### config.mk
export PLATFORM = sky130hd
export DESIGN_NAME = alu_pipe
export DESIGN_NICKNAME = d
export VERILOG_FILES = /design/src/backend_pkg.sv /design/src/alu_pipe.sv
export SDC_FILE = /design/constraint.sdc
export NUM_CORES = 1
export LEC_CHECK = 0
export ABC_CLOCK_PERIOD_IN_PS = 13800
export BUFFER_PORTS_ARGS = -buffer_cell sky130_fd_sc_hd__buf_2
export CAP_MARGIN = 20
export CORE_ASPECT_RATIO = 2
export CORE_MARGIN = 2
export CORE_UTILIZATION = 40
export DETAILED_ROUTE_END_ITERATION = 6
export GPL_ROUTABILITY_DRIVEN = 1
export SLEW_MARGIN = 20
export SYNTH_ARGS = -nofsm -noshare
export SYNTH_HDL_FRONTEND = slang
export SYNTH_SLANG_ARGS = --single-unit
### constraint.sdc
create_clock -name clk -period 13.8 [get_ports clk]
set_input_delay 2.76 -clock clk [delete_from_list [all_inputs] [get_ports clk]]
set_output_delay 2.76 -clock clk [all_outputs]
set_load 0.01 [all_outputs]
### src/backend_pkg.sv
package backend_pkg;

    // widths
    localparam int XLEN       = 32;
    localparam int PREG_COUNT = 64;
    localparam int PREG_W     = 6;
    localparam int ROB_TAG_W  = 5;

    typedef logic [XLEN-1:0]      word_t;
    typedef logic [PREG_W-1:0]    preg_t;
    typedef logic [ROB_TAG_W-1:0] rob_tag_t;

    // operation codes, OP_MUL goes to the multiplier and all others to the ALU
    typedef enum logic [3:0] {
        OP_ADD = 4'd0,
        OP_SUB = 4'd1,
        OP_AND = 4'd2,
        OP_OR  = 4'd3,
        OP_XOR = 4'd4,
        OP_SLT = 4'd5,
        OP_SLL = 4'd6,
        OP_SRL = 4'd7,
        OP_LI  = 4'd8,
        OP_MUL = 4'd9
    } fu_op_e;

    // renamed micro-op from dispatch
    typedef struct packed {
        rob_tag_t tag;
        fu_op_e   op;
        preg_t    prd;
        preg_t    prs1;
        preg_t    prs2;
        logic     use_imm;
        word_t    imm;
    } uop_t;

    // issued micro-op with operand values
    typedef struct packed {
        rob_tag_t tag;
        fu_op_e   op;
        preg_t    prd;
        word_t    a;
        word_t    b;
    } exec_req_t;

    // result on its way to the register file
    typedef struct packed {
        rob_tag_t tag;
        preg_t    prd;
        word_t    data;
    } wb_t;

endpackage

### src/alu_pipe.sv
`timescale 1ns/1ps

module alu_pipe import backend_pkg::*; (
    input  logic      clk,
    input  logic      reset_i,
    input  logic      req_valid_i,
    input  exec_req_t req_i,
    output logic      ready_o,
    output logic      res_valid_o,
    output wb_t       res_o,
    input  logic      grant_i
);

    logic  res_valid_q;
    wb_t   res_q;
    word_t alu_result;

    always_comb begin
        case (req_i.op)
            OP_ADD:  alu_result = req_i.a + req_i.b;
            OP_SUB:  alu_result = req_i.a - req_i.b;
            OP_AND:  alu_result = req_i.a & req_i.b;
            OP_OR:   alu_result = req_i.a | req_i.b;
            OP_XOR:  alu_result = req_i.a ^ req_i.b;
            OP_SLT:  alu_result = word_t'($signed(req_i.a) < $signed(req_i.b));
            OP_SLL:  alu_result = req_i.a << req_i.b[4:0];
            OP_SRL:  alu_result = req_i.a >> req_i.b[4:0];
            OP_LI:   alu_result = req_i.b;
            default: alu_result = '0;
        endcase
    end

    // free slot, or the held result leaves this cycle
    assign ready_o = !res_valid_q || grant_i;

    always_ff @(posedge clk) begin
        if (reset_i) begin
            res_valid_q <= 1'b0;
        end else if (req_valid_i && ready_o) begin
            res_valid_q <= 1'b1;
        end else if (grant_i) begin
            res_valid_q <= 1'b0;
        end
    end

    always_ff @(posedge clk) begin
        if (req_valid_i && ready_o) begin
            res_q.tag  <= req_i.tag;
            res_q.prd  <= req_i.prd;
            res_q.data <= alu_result;
        end
    end

    assign res_valid_o = res_valid_q;
    assign res_o       = res_q;

endmodule

==> results of run 1 <==
-- critical path, delay by kind of cell --
| family | cells | cell delay, ps |
|---|---|---|
| XOR/XNOR | 1 | 130 |
| AO/OA/AOI/OAI | 6 | 2180 |
| AND/OR/NAND/NOR | 2 | 150 |
| adder cells (fa/ha/maj) | 1 | 400 |
| buffers and inverters | 3 | 1010 |
-- layer usage --
| metal | GRT usage [%] | up-vias |
|---|---|---|
| li1 | - | 4957 |
| met1 | 44.8 | 5372 |
| met2 | 56.5 | 645 |
| met3 | 3.31 | 123 |
| met4 | 18.1 | 0 |
| met5 | 0 | - |
-- per-stage QoR --
stage / cells / instance area [um^2] / worst slack (ps)
6_report: 1622 / 10700 / 7220
2_1_floorplan: 1280 / 9800 / 7430
3_3_place_gp: 1614 / 10500 / 7080
5_1_grt: 1622 / 10700 / 7030
4_1_cts: 1622 / 10700 / 7300
3_5_place_dp: 1614 / 10500 / 6980
-- cells in the mapped netlist (4+ instances only) --
cell type / instances / area (um^2)
nor2_1: 174 / 653
a21oi_1: 104 / 521
ha_1: 97 / 1210
inv_1: 90 / 338
o21ai_0: 69 / 345
nand2_1: 66 / 248
clkbuf_1: 55 / 206
edfxtp_1: 43 / 1290
mux2i_1: 41 / 410
mux4_2: 40 / 901
a211oi_1: 32 / 240
buf_2: 28 / 140
nand3_1: 26 / 130
a21o_1: 25 / 188
a222oi_1: 25 / 250
nor3_1: 24 / 120
o21ai_1: 24 / 120
o22ai_1: 22 / 138
o211ai_1: 19 / 143
nand2b_1: 15 / 93.8
nor4_1: 15 / 93.8
nor2b_1: 14 / 87.6
o31ai_1: 14 / 105
a22oi_1: 13 / 97.6
a31oi_1: 12 / 75.1
buf_1: 11 / 41.3
a221oi_1: 10 / 87.6
o221ai_1: 10 / 87.6
a211o_1: 7 / 61.3
o21a_1: 7 / 52.6
o21bai_1: 7 / 52.6
or3_1: 7 / 43.8
buf_6: 6 / 67.6
nand4_1: 6 / 37.5
o2111ai_1: 6 / 52.6
a2111oi_0: 5 / 43.8
and3_1: 5 / 31.3
inv_2: 5 / 18.8
o311ai_1: 5 / 43.8
or2_1: 5 / 31.3
a21oi_2: 4 / 35.0
a221o_1: 4 / 40.0
nor3b_1: 4 / 30.0
-- placed cells by master (no fill, tap or decap), types with 15 or more instances in the layout --
cell,n
nor2_1,174
edfxtp_1,43
nor3_1,20
o21ai_0,69
buf_4,21
a21oi_1,104
inv_1,90
mux4_2,40
o211ai_1,19
buf_2,126
nand2b_1,15
o21ai_1,24
a21o_1,25
nand2_1,66
ha_1,97
o22ai_1,22
a211oi_1,32
a222oi_1,25
nand3_1,26
mux2i_1,41
-- layout make-up --
class,count,share of cell area (%)
Multi-Input combinational cell,1035,71.9
Sequential cell,44,12.3
Timing Repair Buffer,147,7.38
Inverter,98,3.44
Tap cell,290,3.40
Clock buffer,5,1.17
Clock inverter,3,0.445
-- path summary, 6_finish.rpt --
path	start	to	slack (ps)	depth (start not counted)
max	req_i[1]	res_o[25]	7220	13
min	res_valid_o	res_valid_o	520	2
max reg2reg	res_valid_o	res_o[29]	12320	3
min reg2reg	res_valid_o	res_valid_o	520	2
-- registers in the layout, summed over array words and instances (netlist names) --
| name | count |
|---|---|
| res_valid_o | 1 |
| res_o | 43 |
-- report_power, final --
group          internal [mW]  switching, mW
clock network         0.0864         0.0652
logic                  0.137          0.262
registers              0.164        0.00406
-- kinds of logic (layout without fill, tap and decap cells) --
family,Yosys count,after routing,synth area share [%]
XOR/XNOR,3,3,0.268
AO/OA/AOI/OAI,471,471,33.2
buffers and inverters,201,253,8.83
multiplexers,85,85,13.9
AND/OR/NAND/NOR,377,377,17.6
adder cells (fa/ha/maj),99,99,12.8
flip-flops,44,44,13.4
==> metrics.md, run 1 <==
| Metric | Value |
|---|---|
| Postcts setup bufs | 0 |
| Initial Utilization | 40.5% |
| Sequential cell area fraction in the yosys report | 13.4% |
| Die H | 225 um |
| Vias | 11,100 |
| Fillers | 2,459 |
| Metal3 WL | 3.55 mm |
| CTS buffer count | 5 |
| # setup viols final | 0 |
| Synth Register Bits | 44 |
| Max-cap violations | 0 |
| Number of synthesized flops with an enable pin | 43 |
| Crit path largest cell delay | 630 ps |
| Hold Slack | 518 ps |
| Final net count | 1,513 |
| Total track usage | 34.6% |
| CP Cell Sequence | buf_2, buf_4, clkinv_1, ha_1, nor2_1, o311ai_1, a311oi_1, a21oi_1, o211ai_2, a211o_1, xnor2_1, a211oi_1, nand2_1 |
| Via/cell ratio | 6.84 |
| # resized after CTS | 0 |
| Pin count of the biggest net entering global routing | 67 |
| Min-delay worst type | flip-flop to flip-flop |
| DR top layer | met4 |
| Rel. slew slack | 29.5% |
| # diodes | 0 |
| Crit path kind | input port to flip-flop |
| Mapped Area | 9800 um^2 |
| Clk pin slew, worst setup/hold paths | 70 ps |
| Drt wl/cell | 28.0 um |
| Synthesized instance count | 1,280 |
| Critical path startpoint category | input port |
| Area Growth Syn to Fin | 8.96% |
| Mapped Avg Cell Area | 7.66 um^2 |
| CORE AREA | 24,200 um^2 |
| CTS root buffer | clkbuf_16 |
| Worst EP arrival | 6640 ps |
| Clk buf depth | 2 |
| Layout cell share with drive strength beyond 1 | 17.7% |
| CTS tree | yes |
| Drt first pass iters | 6 |
| Outcome | complete, no violations |
| Drt total wl | 45.3 mm |
| IR drop worst, VDD | 55.0 uV |
| Multi-input gate area | 7680 um^2 |
| # IOs | 128 |
| Actual slew at the worst max-slew pin | 1050 ps |
| DRC | 0 |
| Distinct cells, synth | 91 |
| Endpoints failing hold | 0 |
| Worst setup EP type | flip-flop |
| Initial drt markers | 1,281 |
| Synthesis warning total | 0 |
| Pwr Density | 67.3 nW/um^2 |
| Final Max Slew Viols | 0 |
| Num Clock Sinks | 44 |
| Die area | 25,900 um^2 |
| H-tree levels | 2 |
| Top FF cell, synth | edfxtp_1 |
| Post-DP HPWL | 34.9 mm |
| Clock Skews | 7.60 ps |
| Initial antenna violation count | 0 |
| Critical path fanouts, max | 66 |
| Worst-Skew Late Latency | 320 ps |
| Register Area | 1310 um^2 |
| CP max stage cell | buf_4 |
| Metal-1 WL | 17.2 mm |
| Power, Total | 0.719 mW |
| Gr ovfl total | 0 |
| Final GP Congestion | 1.07 |
| RSZ-0062 raised after global routing | no |
| Final critical-path required period | 6580 ps |
| Max Fclk | 152 MHz |
| Async S/R FF share, synth | 0% |
| Setup TNS | 0 ps |
| Hold buffer count at cts | 0 |
| Input/output buffers | 127 |
| Syn_nets | 1,462 |
| # rows | 81 |
| Vias in the first global route | 10,500 |
| Fin crit share | 47.7% |
| Antenna-violating nets left | 0 |
| First-pass GRT wire length | 67.1 mm |
| Worst EP required | 13,860 ps |
| Die W | 115 um |
| Core Util, Final | 44.1% |
| WL met2 | 21.9 mm |
| Leakage | 4.55 nW |
(Power assumes the default switching activity.)
==> run 2, diff against run 1 <==
ABC_AREA = 1   (was unset)
ABC_CLOCK_PERIOD_IN_PS = 5300   (was 13800)
clock period = 5.3 ns   (was 13.8 ns; I/O delays follow)
==> run 2 against run 1 <==
The run now ends with design-rule violations left. Synthesized area is 14% higher. Core utilization is 0.37 points lower. Global-route usage is 2.1 points higher. Critical endpoint is now res_o[30]. Worst setup slack worse by 5200 ps. Total power grew to 2.7 times the previous value. Clock skew is 4.9 ps higher. Final area is 13% higher. First-iteration DRC count is 2.0% higher. Sequential share of layout area is 1.4 points lower.
==> metrics.md, run 2 <==
| Metric | Value |
|---|---|
| Outcome | finished with violations |
| Failing checks | design-rule violations |
| Critical path fanouts, max | 10 |
| Worst EP required | 5370 ps |
| Drt total wl | 54.5 mm |
| Most numerous cell in the Yosys netlist | nand2_1 |
| CTS buffer count | 5 |
| Mux share of post-synthesis cell area | 0.0897% |
| Largest cells by area after synthesis | nand2_1 (21%), nand3_1 (19%), edfxtp_1 (12%) |
| Drt first pass iters | 7 |
| # resized after CTS | 0 |
| Max Fclk | 302 MHz |
| Die area | 29,300 um^2 |
| Die H | 240 um |
| Gr ovfl total | 0 |
| Max-cap violations | 0 |
| Syn_nets | 2,263 |
| Min-delay worst type | flip-flop to flip-flop |
| Antenna-violating nets left | 0 |
| Commonest non-fill, non-tap cells in the layout | nand2_1 (638), nand3_1 (427), inv_1 (295) |
| Input/output buffers | 127 |
| Top FF cell, synth | edfxtp_1 |
| Drt wl/cell | 21.9 um |
| H-tree levels | 2 |
| # placed instances | 2,478 |
| IR drop worst, VDD | 107 uV |
| Crit path largest cell delay | 480 ps |
| Synthesized instance count | 2,081 |
| First-pass GRT wire length | 79.1 mm |
| # setup viols final | 0 |
| Power, Total | 1.91 mW |
| Post-Synth XOR/XNOR Area | 0.236% |
| CP Cell Sequence | buf_2, ha_1, fa_1, nand3_1, nand3_1, nand2_1, nand2_1, nand2_1, nand2_1, nand2_1, nand3_1, nand3_1, nand3_1 |
| Final GP Congestion | 1.06 |
| Clk buf depth | 2 |
| CORE AREA | 27,500 um^2 |
| Final net count | 2,315 |
| Worst Path Buf+Inv | 1 |
| Critical path startpoint category | input port |
| CTS root buffer | clkbuf_16 |
| DRC | 1 |
| Actual slew at the worst max-slew pin | 821 ps |
| Core Util, Final | 43.7% |
| Die W | 122 um |
| Clk pin slew, worst setup/hold paths | 80 ps |
| Worst EP arrival | 3380 ps |
| Largest register FFs | 43 |
| Worst setup EP type | flip-flop |
| Layout cell share with drive strength beyond 1 | 8.67% |
| Postcts setup bufs | 0 |
| Rel. slew slack | 45.3% |
| Pwr Density | 159 nW/um^2 |
| # IOs | 128 |
| CTS tree | yes |
| CP max stage cell | fa_1 |
| Num Clock Sinks | 44 |
| Top delay family on crit path | simple AND/OR/NAND/NOR gates |
| # rows | 86 |
| Synth area leader | nand2_1 |
| Fillers | 3,237 |
| Post-synthesis compound-gate area fraction | 10.2% |
| Crit path kind | input port to flip-flop |
| Sequential cell area fraction in the yosys report | 11.8% |
| Most instantiated cells after synthesis | nand2_1 (638), nand3_1 (427), inv_1 (296) |
| Pin count of the biggest net entering global routing | 71 |
| Final critical-path required period | 3310 ps |
| Final Max Slew Viols | 0 |
| Hold buffer count at cts | 0 |
| Via/cell ratio | 5.77 |
| Setup TNS | 0 ps |
| Vias in the first global route | 13,500 |
| Synth Area in Adders | 11.2% |
| Synth top area share | 21.5% |
| Fin crit share | 62.5% |
| Largest family of logic cells by synthesized area | simple AND/OR/NAND/NOR gates |
| Mapped Avg Cell Area | 5.36 um^2 |
| Initial antenna violation count | 1 |
| Worst-Skew Late Latency | 320 ps |
| Area Growth Syn to Fin | 7.99% |
| Number of synthesized flops with an enable pin | 43 |
| Simple-Gate Fraction of Synth Area | 51.8% |
| Most common cell after layout, fill and taps aside | nand2_1 |
| RSZ-0062 raised after global routing | no |
| Async S/R FF share, synth | 0% |
| Clock Skews | 12.5 ps |
| Initial Utilization | 40.5% |
| Initial drt markers | 1,306 |
| Mapped Area | 11,200 um^2 |
| Total track usage | 36.7% |
| Synth Register Bits | 44 |
| Endpoints failing hold | 0 |
| Post-DP HPWL | 44.9 mm |
| PnR worst setup slack | 1990 ps |
| Leakage | 6.65 nW |
| Pre-CTS WS | 1720 ps |
| Synthesis warning total | 0 |
| Layout Cells excl Fill | 2,487 |
| Vias | 14,400 |
| Distinct cells, synth | 48 |
[run 2: cell count changes in the layout (fill, tap and decap cells not counted), sizes merged, moves of 15 or more]
cell / change
mux4: -40
a222oi: -25
a21o: -23
inv: +219
nand4: +18
a211oi: -29
nand2: +577
o21ai: -40
nand2b: -15
mux2i: -40
a21oi: -40
nand3: +402
[run 2: kinds of logic after synthesis]
kind of cell	Yosys count
buffers and inverters	405
xor gates and xnor gates	3
DFF	44
AOI/OAI and AO/OA	194
adders and majority gates	99
and+or+nand+nor	1335
muxes	1
[run 2: worst paths after layout]
kind	from	endpoint	slack, ps	cells past startpoint
worst max-delay path	req_i[0]	res_o[30]	1990	13
worst min-delay path	res_valid_o	res_valid_o	530	2
worst max register to register	res_valid_o	res_o[10]	3910	2
worst min register to register	res_valid_o	res_valid_o	530	2
[run 2: per-stage QoR]
stage / area, um^2 / hold WS (ps)
after floorplan: 11200 / 577
after global placement: 11900 / 508
after detailed placement: 11900 / 530
after CTS: 12000 / 536
after global routing: 12000 / 550
final: 12000 / 528
[run 2: power breakdown]
part           internal [mW]  leakage, nW  switching [mW]
logic                  0.305         6.13           0.783
clock network          0.225       0.0804           0.169
registers              0.421        0.434         0.00761
total                  0.951         6.65           0.960
[run 2: routing by layer]
metal	part of all wire, %	global-route usage [%]	vias to the layer above	wire [um]
met4	9.5	29.4	0	5180
met1	35	38.6	6610	18900
li1	-	-	6851	-
met5	0	0	-	0
met2	51	66.2	690	27600
met3	5.2	1.83	206	2860
[run 2: cell type report]
type | instances | area [um^2] | area share, %
clock inverters | 3 | 46.3 | 0.384
clock buffers | 5 | 125 | 1.04
well taps | 352 | 440 | 3.66
inverters | 313 | 1180 | 9.77
flip-flops and latches | 44 | 1310 | 10.9
repair buffers | 137 | 723 | 6.00
diodes | 1 | 2.50 | 0.0208
multi-input cells | 1632 | 8220 | 68.2
[run 2: worst min-delay path, cell delays in order (launching register included)]
cell	delay [ps]
dfxtp_1	340
nand2_1	90
a21oi_1	60
==> run 3, diff against run 2 <==
ABC_AREA = 0   (was 1)
ABC_CLOCK_PERIOD_IN_PS = 2800   (was 5300)
clock period = 2.8 ns   (was 5.3 ns; I/O delays follow)
==> run 3 against run 2 <==
The flow finishes with violations (design-rule violations, negative setup slack). Count of clock-buffer cells in the layout is the same. Combinational power grew to 2.8 times the previous value. Core utilization grew 20 points. Sequential power grew 92%. Non-clock buffer count grew 466. Worst hold slack lost 130 ps. First-iteration DRC count grew 5.4%. Clock power grew 87%. Largest cell class unchanged. Highest routed layer unchanged.
==> metrics.md, run 3 (synthesis gave the netlist of run 1 again) <==
| Metric | Value |
|---|---|
| Outcome | finished with violations |
| Failing checks | design-rule violations, negative setup slack |
| First-pass GRT wire length | 76.1 mm |
| WL met2 | 24.4 mm |
| Worst setup EP type | flip-flop |
| Endpoints failing hold | 0 |
| Hold EP | res_valid_o |
| Commonest non-fill, non-tap cells in the layout | buf_4 (447), nor2_1 (165), buf_2 (118) |
| Drt first pass iters | 7 |
| # diodes | 0 |
| Worst EP required | 2850 ps |
| Most common cell after layout, fill and taps aside | buf_4 |
| Initial drt markers | 1,376 |
| Power, Total | 4.60 mW |
| Metal3 WL | 4.19 mm |
| Drt total wl | 52.5 mm |
| Die area | 25,900 um^2 |
| Rel. slew slack | 42.4% |
| Min-delay worst type | input port to flip-flop |
| Pwr Density | 300 nW/um^2 |
| Clk pin slew, worst setup/hold paths | 80 ps |
| Setup TNS | -1230 ps |
| Fillers | 2,177 |
| Final critical-path required period | 3040 ps |
| Initial antenna violation count | 0 |
| Initial Utilization | 40.5% |
| Final Max Slew Viols | 0 |
| Clock Skews | 5.89 ps |
| Critical path fanouts, max | 3 |
| Fin crit share | 109% |
| Max Fclk | 329 MHz |
| Input/output buffers | 127 |
| Leakage | 7.00 nW |
| Worst-Skew Late Latency | 310 ps |
| Area Growth Syn to Fin | 56.4% |
| Max-cap violations | 0 |
| DRC | 1 |
| Gr ovfl total | 0 |
| Die H | 225 um |
| Worst EP arrival | 3090 ps |
| CTS root buffer | clkbuf_16 |
| H-tree levels | 2 |
| Final GP Congestion | 1.04 |
| Clk buf depth | 2 |
| Total track usage | 39.2% |
| Crit Reg-Reg Startpoint | res_valid_o |
| Largest register FFs | 43 |
| Metal-1 WL | 19.6 mm |
| Actual slew at the worst max-slew pin | 862 ps |
| Register Area | 1310 um^2 |
| Num Clock Sinks | 44 |
| Vias in the first global route | 12,800 |
| R2R Setup Slk | 1320 ps |
| # IOs | 128 |
| Crit path kind | input port to flip-flop |
| Critical path startpoint category | input port |
| Hold buffer count at cts | 0 |
| CORE AREA | 24,200 um^2 |
| Layout cell share with drive strength beyond 1 | 45.5% |
| CTS tree | yes |
| # rows | 81 |
| Vias | 13,300 |
| Min-delay src | reset_i |
| PnR worst setup slack | -242 ps |
| # setup viols final | 12 |
| Final net count | 1,969 |
| RSZ-0062 raised after global routing | yes |
| Drt wl/cell | 25.3 um |
| Multi-input gate area | 8480 um^2 |
| FF-to-FF path depth | 3 |
| Pin count of the biggest net entering global routing | 61 |
| CTS buffer count | 5 |
| Hold Crit Depth | 2 |
| Via/cell ratio | 6.38 |
| DR top layer | met4 |
| Post-DP HPWL | 41.1 mm |
| Antenna-violating nets left | 0 |
| R2R Path End | res_o[24] |
| Die W | 115 um |
| IR drop worst, VDD | 225 uV |
## run 3: area by class of cell
| cell class | instances | share of cell area, % |
|---|---|---|
| clock inverter | 3 | 0.302 |
| multi-input combinational | 1035 | 55.3 |
| clock buffer | 5 | 0.816 |
| inverter | 98 | 2.62 |
| sequential | 44 | 8.55 |
| tap | 290 | 2.37 |
| timing repair buffer | 603 | 30.0 |
## run 3: worst max-delay path, stage by stage
cell       delay, ps
buf_12           110
ha_4             160
fa_2             360
a21o_1           230
a221oi_4         330
o22ai_2          180
a21oi_2          170
buf_6            140
o21a_4           140
nor2_4            40
a2111oi_4        400
mux2_4           210
o22ai_1           60
## run 3: through the flow
stage	instances	area (um^2)	worst slack [ps]	hold slack [ps]	util (%)
finish	2078	15300	-242	397	63.3
global route	2078	15300	-229	405	63.3
CTS	2061	14900	-114	389	61.3
detailed placement	2032	14000	-749	512	57.7
global placement	2032	14000	-713	519	57.7
floorplan	1280	10100	-605	593	-
## run 3: how the worst max path moves through the flow
stage / start / cells after the start / slack, ps / endpoint
floorplan: req_i[2] / 16 / -610 / res_o[22]
global placement: req_i[32] / 13 / -710 / res_o[30]
detailed placement: req_i[0] / 12 / -750 / res_o[28]
CTS: req_i[32] / 13 / -110 / res_o[22]
global route: req_i[0] / 13 / -230 / res_o[22]
finish: req_i[0] / 13 / -240 / res_o[22]
## run 3: report_power, final
part / leakage, nW / internal (mW) / switching, mW
combinational: 6.49 / 1.41 / 1.63
sequential: 0.432 / 0.806 / 0.0144
clock: 0.0804 / 0.426 / 0.312
total: 7.00 / 2.64 / 1.96
## run 3: repair_timing
item                       CTS  global route
pin swaps                   38            41
setup buffers               20            19
cloned                       2             0
resized for setup          100            77
setup endpoints to repair   22            23
## run 3: per-layer routing
metal,vias up,global-route usage [%]
li1,5867,-
met1,6342,49.1
met2,846,62.3
met3,205,4.03
met4,0,27.2
met5,-,0
