==> config.mk <==
export PLATFORM = sky130hd
export DESIGN_NAME = wb_arbiter
export DESIGN_NICKNAME = d
export VERILOG_FILES = /design/src/backend_pkg.sv /design/src/wb_arbiter.sv
export SDC_FILE = /design/constraint.sdc
export NUM_CORES = 1
export LEC_CHECK = 0
export BUFFER_PORTS_ARGS = -buffer_cell sky130_fd_sc_hd__buf_4
export CAP_MARGIN = 20
export CELL_PAD_IN_SITES_DETAIL_PLACEMENT = 1
export CELL_PAD_IN_SITES_GLOBAL_PLACEMENT = 1
export CORE_ASPECT_RATIO = 1.1
export CORE_MARGIN = 2
export CORE_UTILIZATION = 12
export CTS_CLUSTER_DIAMETER = 50
export DETAILED_ROUTE_END_ITERATION = 16
export GPL_TIMING_DRIVEN = 0
export MAX_ROUTING_LAYER = met4
export PLACE_DENSITY_LB_ADDON = 0.1
export RECOVER_POWER = 50
export SYNTH_ARGS = -nofsm -noshare
export SYNTH_HDL_FRONTEND = slang
export SYNTH_SLANG_ARGS = --single-unit
==> constraint.sdc <==
create_clock -name clk -period 1.5 [get_ports clk]
set_input_delay 0.3 -clock clk [delete_from_list [all_inputs] [get_ports clk]]
set_output_delay 0.3 -clock clk [all_outputs]
set_load 0.01 [all_outputs]
==> src/backend_pkg.sv <==
package backend_pkg;

    // widths
    localparam int XLEN       = 32;
    localparam int PREG_COUNT = 64;
    localparam int PREG_W     = 6;
    localparam int ROB_TAG_W  = 5;

    typedef logic [XLEN-1:0]      word_t;
    typedef logic [PREG_W-1:0]    preg_t;
    typedef logic [ROB_TAG_W-1:0] rob_tag_t;

    // operation codes, OP_MUL goes to the multiplier and all others to the ALU
    typedef enum logic [3:0] {
        OP_ADD = 4'd0,
        OP_SUB = 4'd1,
        OP_AND = 4'd2,
        OP_OR  = 4'd3,
        OP_XOR = 4'd4,
        OP_SLT = 4'd5,
        OP_SLL = 4'd6,
        OP_SRL = 4'd7,
        OP_LI  = 4'd8,
        OP_MUL = 4'd9
    } fu_op_e;

    // renamed micro-op from dispatch
    typedef struct packed {
        rob_tag_t tag;
        fu_op_e   op;
        preg_t    prd;
        preg_t    prs1;
        preg_t    prs2;
        logic     use_imm;
        word_t    imm;
    } uop_t;

    // issued micro-op with operand values
    typedef struct packed {
        rob_tag_t tag;
        fu_op_e   op;
        preg_t    prd;
        word_t    a;
        word_t    b;
    } exec_req_t;

    // result on its way to the register file
    typedef struct packed {
        rob_tag_t tag;
        preg_t    prd;
        word_t    data;
    } wb_t;

endpackage

==> src/wb_arbiter.sv <==
`timescale 1ns/1ps

module wb_arbiter import backend_pkg::*; (
    input  logic clk,
    input  logic reset_i,
    input  logic alu_valid_i,
    input  wb_t  alu_res_i,
    input  logic mul_valid_i,
    input  wb_t  mul_res_i,
    output logic alu_grant_o,
    output logic mul_grant_o,
    output logic wb_valid_o,
    output wb_t  wb_o
);

    // set when the multiplier won the last contested or single grant
    logic last_mul_q;

    assign alu_grant_o = alu_valid_i && (!mul_valid_i || last_mul_q);
    assign mul_grant_o = mul_valid_i && (!alu_valid_i || !last_mul_q);
    assign wb_valid_o  = alu_grant_o || mul_grant_o;
    assign wb_o        = mul_grant_o ? mul_res_i : alu_res_i;

    always_ff @(posedge clk) begin
        if (reset_i) begin
            last_mul_q <= 1'b0;
        end else if (mul_grant_o) begin
            last_mul_q <= 1'b1;
        end else if (alu_grant_o) begin
            last_mul_q <= 1'b0;
        end
    end

    assert property (@(posedge clk) disable iff (reset_i)
        !(alu_grant_o && mul_grant_o))
        else $error("wb_arbiter: both units granted");

    // units hold their result, so a loser is served on the next edge
    assert property (@(posedge clk) disable iff (reset_i)
        (alu_valid_i && !alu_grant_o) |=> alu_grant_o)
        else $error("wb_arbiter: alu result starved");

endmodule

==> results.json, run 1 <==
{
  "placement.io_buffers": 135,
  "hold_path_class": "input pin to flop",
  "number_of_global_route_vias_before_repair": 1172,
  "critical-path-max-stage-delay_ps": 300,
  "p_int_mw": 0.5855,
  "regToRegStartpoint": "last_mul_q$_SDFFE_PP0P_",
  "synth_cells": 54,
  "reg.largest.list": "last_mul_q x1",
  "global_route.usage.met2_pct": 25.05,
  "final_net_count": 290,
  "final.setup.tns_ps": -4412,
  "filler_cell_count": 520,
  "ff_to_ff_setup_slack_ps": 740,
  "sequential_cell_area_in_the_final_layout_um2": 20.02,
  "fp.dieArea_mm2": 0.005510,
  "drt-vias-per-instance": 4.142,
  "power.net_switching_mw": 0.2473,
  "synth.cell_area_um2": 591.8,
  "critical_path_buf_inv_count": 4,
  "dp_hpwl_um": 3039,
  "crit_fanout": 8,
  "critPathRequiredTime_ps": 1200,
  "drt_first_pass_iters": 2,
  "p_leak_nw": 1.178,
  "slew-limit-headroom_pct": 89.41,
  "initial_core_utilization_pct": 12.63,
  "detailroute.via_count": 1052,
  "final.period_utilization_pct": 108.9,
  "yosysSeqAreaShare_pct": 3.383,
  "timing.max_cap.violations": 0,
  "insertion_delay_of_the_later_clocked_pin_in_the_worst_skew_pair_ps": 0,
  "largest_register_ffs": 1,
  "critical_path_arrival_ps": 1330,
  "met1_usage_pct": 11.82,
  "timing.hold.worst_path_depth": 2,
  "hp-start": "reset_i",
  "fp.dieH_um": 77.66,
  "power.sequential.fraction_pct": 3.8,
  "worst_setup_skew_after_layout_ps": 0,
  "setup_repair_after_global_routing_missed_its_margin": "yes",
  "drive_above_1_share_pct": 96.97,
  "post_synth_net_total": 144,
  "failed_checks": "setup timing",
  "postCtsHoldBufs": 0,
  "synth.ff_latch_count": 1,
  "worstMarginPinSlew_ps": 158.4,
  "gr-usage-met3_pct": 1.558,
  "timing.fmax_mhz": 612.0,
  "yosys.cell_types.count": 11,
  "power_frac_comb_pct": 96.2,
  "initialDrtViolationCount": 6,
  "grt_start_max_net_pins": 11,
  "peakVddDrop_mv": 0.1346,
  "timing.critical_path.cells": "buf_8 > a21boi_4 > buf_12 > clkbuf_16 > mux2_4 > buf_6",
  "cp-end-kind": "output pin",
  "routed_wirelength_um": 3961,
  "diodes": 0,
  "antenna_violations_before_repair": 0,
  "path_delay_family": "buffers and inverters",
  "nature_of_the_critical_path_startpoint": "input pin",
  "result_of_the_run": "finished with violations",
  "clock_power_share_pct": 0,
  "areaGrowthSynthToFinish_pct": 268.1,
  "critical_path_class": "input pin to output pin",
  "post_route_worst_setup_slack_ps": -134.0,
  "grt_max_usage_layer": "met2",
  "multiInputGateArea_um2": 688.2,
  "finalMaxSlewViolations": 0,
  "global_route.overflow_total": 0,
  "largest_register": "last_mul_q",
  "finalHoldViolations": 0,
  "timing.critical_path.slowest_stage_cell": "sky130_fd_sc_hd__mux2_4",
  "fp.dieW_um": 70.96,
  "syn_avg_cell_area_um2": 10.96,
  "worst_r2r_path_depth": 2,
  "yosys_warnings": 0,
  "finalCoreUtilization_pct": 46.50,
  "finalSetupViolCount": 43,
  "layout_min_cycle_time_ps": 1634,
  "rd_place_congestion": 0.7667,
  "wl_per_cell_um": 15.59,
  "detail-route-antenna-nets": 0,
  "p_sw_share_pct": 29.70,
  "global_route.usage.total_pct": 12.06,
  "cellPowerDensity_mw_per_mm2": 382.3,
  "drc": 0,
  "cts.clk_slew.worst_paths_ps": 0,
  "core_area_mm2": 0.004684,
  "ios": 136,
  "min_to": "last_mul_q$_SDFFE_PP0P_",
  "rows": 26,
  "global_route_wire_length_before_repair_um": 5395,
  "crit-reg2reg-capture": "last_mul_q$_SDFFE_PP0P_"
}
## power by group through the flow
stage                     clock [mW]  combinational [mW]  sequential (mW)
after floorplan                    0               0.222           0.0311
after global placement             0               0.563           0.0312
after detailed placement           0               0.572           0.0314
after CTS                          0               0.663           0.0315
after global routing               0               0.845           0.0319
final                              0               0.801           0.0314
## stage by stage
| step | setup WS, ps | power [mW] | hold slack [ps] | std cells | cell area [µm²] |
|---|---|---|---|---|---|
| final | -134.0 | 0.8328 | 460.2 | 254 | 2178 |
| after global routing | -165.0 | 0.8773 | 475.1 | 254 | 2178 |
| after CTS | -127.8 | 0.6949 | 463.5 | 251 | 1874 |
| after detailed placement | -290.6 | 0.6037 | 463.6 | 245 | 1675 |
| after global placement | -283.9 | 0.5942 | 460.2 | 245 | 1675 |
| after floorplan | 60.50 | 0.2531 | 369.1 | 54 | 591.8 |
## kinds of logic (layout without fill, tap and decap cells)
family                 after synthesis  count (layout)  synth area share [%]
AO/OA/AOI/OAI                        2               2                 4.016
buffers and inverters                4             148                 6.341
flip-flops                           1               1                 3.383
multiplexers                        43              43                 81.82
AND/OR/NAND/NOR                      4               4                 4.442
## cell usage after synthesis
master                     count  area, µm²
sky130_fd_sc_hd__or2b_1        1      7.510
sky130_fd_sc_hd__a21boi_4      1      18.77
sky130_fd_sc_hd__or2_2         1      6.260
sky130_fd_sc_hd__and2_1        1      6.260
sky130_fd_sc_hd__nand2b_1      1      6.260
sky130_fd_sc_hd__mux2_1        2      22.52
sky130_fd_sc_hd__dfxtp_1       1      20.02
sky130_fd_sc_hd__buf_6         2      22.52
sky130_fd_sc_hd__a21oi_1       1      5.000
sky130_fd_sc_hd__mux2_2       41      461.7
sky130_fd_sc_hd__buf_4         2      15.01
## cell type report
| type | count | share of cell area, % |
|---|---|---|
| Buffer | 4 | 3.217 |
| Multi-Input combinational cell | 49 | 31.59 |
| Sequential cell | 1 | 0.9190 |
| Tap cell | 56 | 3.217 |
| Timing Repair Buffer | 144 | 61.06 |
## layer usage
| layer | vias up | share of wire (%) |
|---|---|---|
| met2 | 75 | 57 |
| met3 | 4 | 8.9 |
| met5 | - | 0 |
| met1 | 481 | 33 |
| li1 | 492 | - |
| met4 | 0 | 1.5 |
## worst max path at each step
stage,start,end,slack (ps),depth (start not counted)
floorplan,last_mul_q$_SDFFE_PP0P_,wb_o[12],60,3
global placement,alu_valid_i,wb_o[31],-280,5
detailed placement,alu_valid_i,wb_o[31],-290,5
CTS,mul_valid_i,wb_o[32],-130,6
global route,alu_valid_i,wb_o[41],-160,6
finish,alu_valid_i,wb_o[31],-130,6
## what timing repair did
| item | in CTS | in global routing |
|---|---|---|
| cloned | 1 | 3 |
| resized for setup | 42 | 61 |
| pin swaps | 1 | 1 |
| setup buffers | 5 | 0 |
| endpoints found under the setup margin | 43 | 43 |
## cell usage in the layout (no fill, tap or decap), types with 2 or more instances in the layout
| cell | instances |
|---|---|
| sky130_fd_sc_hd__buf_4 | 90 |
| sky130_fd_sc_hd__buf_6 | 46 |
| sky130_fd_sc_hd__mux2_4 | 41 |
| sky130_fd_sc_hd__buf_8 | 4 |
| sky130_fd_sc_hd__buf_12 | 3 |
| sky130_fd_sc_hd__clkbuf_16 | 3 |
| sky130_fd_sc_hd__mux2_2 | 2 |
Power figures use the tool's default switching activity.
==> run 2, diff against run 1 <==
Clock period 1.5 ns to 1.7 ns, I/O delays scaled along.
==> run 2 against run 1 <==
The run still ends with setup timing left. First-iteration DRC count decreased by 50%. Sequential cell count unchanged. Final cell count decreased by 1.2%. Critical path depth unchanged. Die area unchanged. Wire length decreased by 9.4%. Critical path type unchanged. Critical endpoint is now wb_o[14]. Largest cell class unchanged. Highest routed layer unchanged.
==> results.json, run 2 (same netlist as run 1, synthesis figures left out) <==
{
  "reg.largest.list": "last_mul_q x1",
  "p_leak_nw": 0.9653,
  "fp.dieArea_mm2": 0.005510,
  "result_of_the_run": "finished with violations",
  "routed_wirelength_um": 3589,
  "placement.io_buffers": 135,
  "slew-limit-headroom_pct": 89.92,
  "final_common_cell": "sky130_fd_sc_hd__buf_4",
  "layout_min_cycle_time_ps": 1700,
  "insertion_delay_of_the_later_clocked_pin_in_the_worst_skew_pair_ps": 0,
  "global_route.overflow_total": 0,
  "areaGrowthSynthToFinish_pct": 210.1,
  "cts.clk_slew.worst_paths_ps": 0,
  "detail-route-antenna-nets": 0,
  "timing.hold.worst_path_depth": 2,
  "nature_of_the_critical_path_startpoint": "input pin",
  "cp-end-kind": "output pin",
  "antenna_violations_before_repair": 0,
  "fin_cells": 251,
  "critical_path_class": "input pin to output pin",
  "detailroute.via_count": 1024,
  "initial_core_utilization_pct": 12.63,
  "final_net_count": 287,
  "hold_path_class": "input pin to flop",
  "gr-usage-met3_pct": 1.688,
  "final.period_utilization_pct": 100.0,
  "diodes": 0,
  "placedCellCount": 245,
  "worstMarginPinSlew_ps": 151.1,
  "met1_usage_pct": 11.66,
  "largest_register": "last_mul_q",
  "failed_checks": "setup timing",
  "finalHoldViolations": 0,
  "finalSetupViolCount": 2,
  "post_route_worst_setup_slack_ps": -0.2530,
  "grt_max_usage_layer": "met2",
  "filler_cell_count": 563,
  "rows": 26,
  "initialDrtViolationCount": 3,
  "critical_path_arrival_ps": 1360,
  "core_area_mm2": 0.004684,
  "timing.fmax_mhz": 588.1,
  "wl_per_cell_um": 14.30,
  "largest_register_ffs": 1,
  "drc": 0,
  "crit_fanout": 10,
  "drt_first_pass_iters": 2,
  "timing.max_cap.violations": 0,
  "drive_above_1_share_pct": 95.90,
  "grt_start_max_net_pins": 11,
  "holdWs_ps": 499.4,
  "fp.dieW_um": 70.96,
  "dp_hpwl_um": 3039,
  "setup_repair_after_global_routing_missed_its_margin": "yes",
  "fp.dieH_um": 77.66,
  "worst_setup_skew_after_layout_ps": 0,
  "final_cell_mix": "sky130_fd_sc_hd__buf_4, sky130_fd_sc_hd__mux2_2, sky130_fd_sc_hd__buf_6",
  "global_route.usage.met2_pct": 23.46,
  "critPathRequiredTime_ps": 1360,
  "drt-vias-per-instance": 4.080,
  "number_of_global_route_vias_before_repair": 1156,
  "rd_place_congestion": 0.7667,
  "global_route.usage.total_pct": 11.57,
  "peakVddDrop_mv": 0.09177,
  "global_route_wire_length_before_repair_um": 5195,
  "ios": 136,
  "final.setup.tns_ps": -0.4236,
  "finalMaxSlewViolations": 0,
  "worst_r2r_path_depth": 2,
  "cellPowerDensity_mw_per_mm2": 320.9
}
-- run 2: cell count changes in the layout (fill, tap and decap cells not counted), moves of 2 or more --
cell                        change
sky130_fd_sc_hd__buf_12         -3
sky130_fd_sc_hd__buf_4         +38
sky130_fd_sc_hd__buf_6         -34
sky130_fd_sc_hd__clkbuf_16      -2
sky130_fd_sc_hd__mux2_1         +2
sky130_fd_sc_hd__mux2_2        +28
sky130_fd_sc_hd__mux2_4        -30
-- run 2: critical path: stages --
cell and delay (ps):
sky130_fd_sc_hd__buf_6 70, sky130_fd_sc_hd__a21boi_4 170, sky130_fd_sc_hd__buf_6 160, sky130_fd_sc_hd__buf_8 140
sky130_fd_sc_hd__mux2_2 340, sky130_fd_sc_hd__buf_4 140
-- run 2: power by group --
part | total [mW] | switching [mW] | internal [mW]
combinational | 0.561 | 0.180 | 0.381
clock | 0 | 0 | 0
sequential | 0.0277 | 0.00200 | 0.0257
total | 0.589 | 0.182 | 0.407
-- run 2: through the flow --
step	power, mW	instance area [µm²]	utilization [%]	setup slack [ps]
floorplan	0.2233	591.8	-	183.5
global placement	0.5243	1675	35.76	-163.9
detailed placement	0.5326	1675	35.76	-170.6
CTS	0.5570	1735	37.05	-20.68
global route	0.6291	1836	39.18	-49.11
finish	0.5889	1836	39.18	-0.2530
-- run 2: layout make-up --
type / count / area (µm²) / area share, %
repair buffers: 141 / 1114 / 60.67
multi-input cells: 49 / 575.6 / 31.36
flip-flops and latches: 1 / 20.02 / 1.091
well taps: 56 / 70.07 / 3.817
plain buffers: 4 / 56.30 / 3.067
-- run 2: metal layers --
metal,share of wire (%),vias up,wire length (µm)
li1,-,487,-
met1,32,458,1143
met2,56,75,2026
met5,0,-,0
met4,1.7,0,61
met3,9.9,4,357
-- run 2: worst paths after layout --
kind / startpoint / end / slack (ps)
setup / recovery: mul_valid_i / wb_o[14] / -0.3
hold / removal: reset_i / last_mul_q$_SDFFE_PP0P_ / 500
setup reg to reg: last_mul_q$_SDFFE_PP0P_ / last_mul_q$_SDFFE_PP0P_ / 940
hold reg to reg: last_mul_q$_SDFFE_PP0P_ / last_mul_q$_SDFFE_PP0P_ / 510
-- run 2: what timing repair did --
item	in CTS	in global routing
gates resized for setup	7	21
pin swaps	1	0
cloned	1	1
setup endpoints to repair	39	43
hold buffers	0	0
setup buffers	4	0
==> run 3, diff against run 2 <==
Settings changed: GPL_TIMING_DRIVEN 0 to 1.
==> run 3 against run 2 <==
The run still ends with setup timing left. Final cell count decreased by 2.8%. Critical path type unchanged. Final area decreased by 7.6%. Highest routed layer unchanged. First-iteration DRC count increased to 2.7 times the previous value. Via count decreased by 2.0%. Die area unchanged. Sequential cell count unchanged. Worst hold slack about the same. Power decreased by 9.0%. Worst setup slack got worse by 8.7 ps.
==> results.json, run 3 (same netlist as run 1, synthesis figures left out) <==
{
  "global_route_wire_length_before_repair_um": 5043,
  "largest_register_ffs": 1,
  "timing.critical_path.slowest_stage_cell": "sky130_fd_sc_hd__mux2_2",
  "timing.max_cap.violations": 0,
  "worst_setup_path_endpoint": "wb_o[41]",
  "result_of_the_run": "finished with violations",
  "cp-end-kind": "output pin",
  "core_area_mm2": 0.004684,
  "timing.critical_path.cells": "buf_4 > a21boi_4 > buf_12 > mux2_2 > buf_4",
  "design_area_mm2": 0.001697,
  "detail-route-antenna-nets": 0,
  "path_delay_family": "buffers and inverters",
  "final_net_count": 280,
  "fp.dieArea_mm2": 0.005510,
  "totalPowerFinal_mw": 0.5361,
  "clock_power_share_pct": 0,
  "final.period_utilization_pct": 100.5,
  "post_dp_cell_area_mm2": 0.001685,
  "holdWs_ps": 499.4,
  "finalSetupViolCount": 8,
  "peakVddDrop_mv": 0.09390,
  "power.net_switching_mw": 0.1696,
  "grt_start_max_net_pins": 25,
  "rd_place_congestion": 0.7657,
  "fp.dieH_um": 77.66,
  "timing.critical_path.from": "mul_valid_i",
  "worst_setup_skew_after_layout_ps": 0,
  "layout_min_cycle_time_ps": 1709,
  "crit-reg2reg-capture": "last_mul_q$_SDFFE_PP0P_",
  "fp.dieW_um": 70.96,
  "antenna_violations_before_repair": 0,
  "number_of_global_route_vias_before_repair": 1145,
  "wl_per_cell_um": 14.08,
  "initial_core_utilization_pct": 12.63,
  "rows": 26,
  "diodes": 0,
  "critical_path_arrival_ps": 1370,
  "dp_hpwl_um": 3135,
  "worstMarginPinSlew_ps": 186.7,
  "nature_of_the_critical_path_startpoint": "input pin",
  "finalHoldViolations": 0,
  "regToRegStartpoint": "last_mul_q$_SDFFE_PP0P_",
  "insertion_delay_of_the_later_clocked_pin_in_the_worst_skew_pair_ps": 0,
  "areaGrowthSynthToFinish_pct": 186.7,
  "cts.clk_slew.worst_paths_ps": 0,
  "p_int_mw": 0.3664,
  "drt_first_pass_iters": 2,
  "drive_above_1_share_pct": 95.74,
  "setup_repair_after_global_routing_missed_its_margin": "yes",
  "drt-vias-per-instance": 4.115,
  "critical_path_class": "input pin to output pin",
  "ff_to_ff_setup_slack_ps": 950,
  "critPathRequiredTime_ps": 1360,
  "initialDrtViolationCount": 8,
  "power_frac_comb_pct": 94.8,
  "cellPowerDensity_mw_per_mm2": 316.0,
  "post_route_worst_setup_slack_ps": -8.978,
  "worst_r2r_path_depth": 2,
  "drc": 0,
  "timing.fmax_mhz": 585.1,
  "crit_fanout": 24,
  "p_leak_nw": 0.8751,
  "finalMaxSlewViolations": 0,
  "crit_top_cell": "sky130_fd_sc_hd__buf_4",
  "ios": 136,
  "slew-limit-headroom_pct": 87.52,
  "postCtsHoldBufs": 0,
  "largest_register": "last_mul_q",
  "critical_path_buf_inv_count": 3,
  "routed_wirelength_um": 3436,
  "global_route.usage.total_pct": 11.38,
  "critical-path-max-stage-delay_ps": 350,
  "global_route.overflow_total": 0,
  "hold_path_class": "input pin to flop",
  "power.sequential.fraction_pct": 5.2,
  "p_sw_share_pct": 31.64,
  "final.setup.tns_ps": -36.19,
  "path_depth": 5,
  "placement.io_buffers": 135,
  "final_common_cell": "sky130_fd_sc_hd__buf_4",
  "reg.largest.list": "last_mul_q x1",
  "final_cell_mix": "sky130_fd_sc_hd__buf_4, sky130_fd_sc_hd__mux2_2",
  "failed_checks": "setup timing",
  "detailroute.via_count": 1004
}
==> run 3: cell types whose count changed in the layout (fill, tap and decap cells not counted) <==
cell / before / now
sky130_fd_sc_hd__buf_12: 0 / 2
sky130_fd_sc_hd__buf_4: 128 / 133
sky130_fd_sc_hd__buf_6: 12 / 2
sky130_fd_sc_hd__buf_8: 3 / 0
sky130_fd_sc_hd__clkbuf_16: 1 / 0
sky130_fd_sc_hd__mux2_2: 30 / 39
sky130_fd_sc_hd__mux2_4: 11 / 2
==> run 3: worst min-delay path by stage <==
| stage | depth (start not counted) | endpoint | startpoint | slack, ps |
|---|---|---|---|---|
| final | 2 | last_mul_q$_SDFFE_PP0P_ | reset_i | 500 |
| after detailed placement | 2 | last_mul_q$_SDFFE_PP0P_ | reset_i | 500 |
| after floorplan | 1 | last_mul_q$_SDFFE_PP0P_ | reset_i | 410 |
| after CTS | 2 | last_mul_q$_SDFFE_PP0P_ | reset_i | 500 |
| after global routing | 2 | last_mul_q$_SDFFE_PP0P_ | reset_i | 510 |
| after global placement | 2 | last_mul_q$_SDFFE_PP0P_ | reset_i | 500 |
==> run 3: power groups by stage <==
stage               clock, mW  combinational [mW]  sequential [mW]
finish                      0               0.508           0.0279
global route                0               0.545           0.0281
floorplan                   0               0.196           0.0275
global placement            0               0.501           0.0280
detailed placement          0               0.511           0.0280
CTS                         0               0.512           0.0280
==> run 3: metrics by stage <==
stage / utilization [%] / std cells / setup WS [ps]
final: 36.22 / 244 / -8.978
after global routing: 36.22 / 244 / -64.40
after CTS: 35.98 / 244 / -41.46
after detailed placement: 35.98 / 244 / -34.47
after global placement: 35.98 / 244 / -17.14
after floorplan: - / 54 / 183.5
==> run 3: what timing repair did <==
| item | 4_1_cts | 5_1_grt |
|---|---|---|
| endpoints found under the setup margin | 34 | 43 |
| setup buffers | 0 | 0 |
| resized for setup | 0 | 4 |
| endpoints found under the hold margin | 0 | 0 |
==> run 3: area by class of cell <==
cell class	instances	area, µm²
multi-input combinational	49	541.8
timing repair buffer	138	1065
tap	56	70.07
sequential	1	20.02
fill	550	2988
==> run 3: per-layer routing <==
metal	vias to the layer above	wire length (µm)	GRT usage (%)
met1	451	1031	10.49
met3	4	333	2.208
met5	-	0	-
li1	472	-	-
met4	0	53	1.887
met2	77	2017	23.74
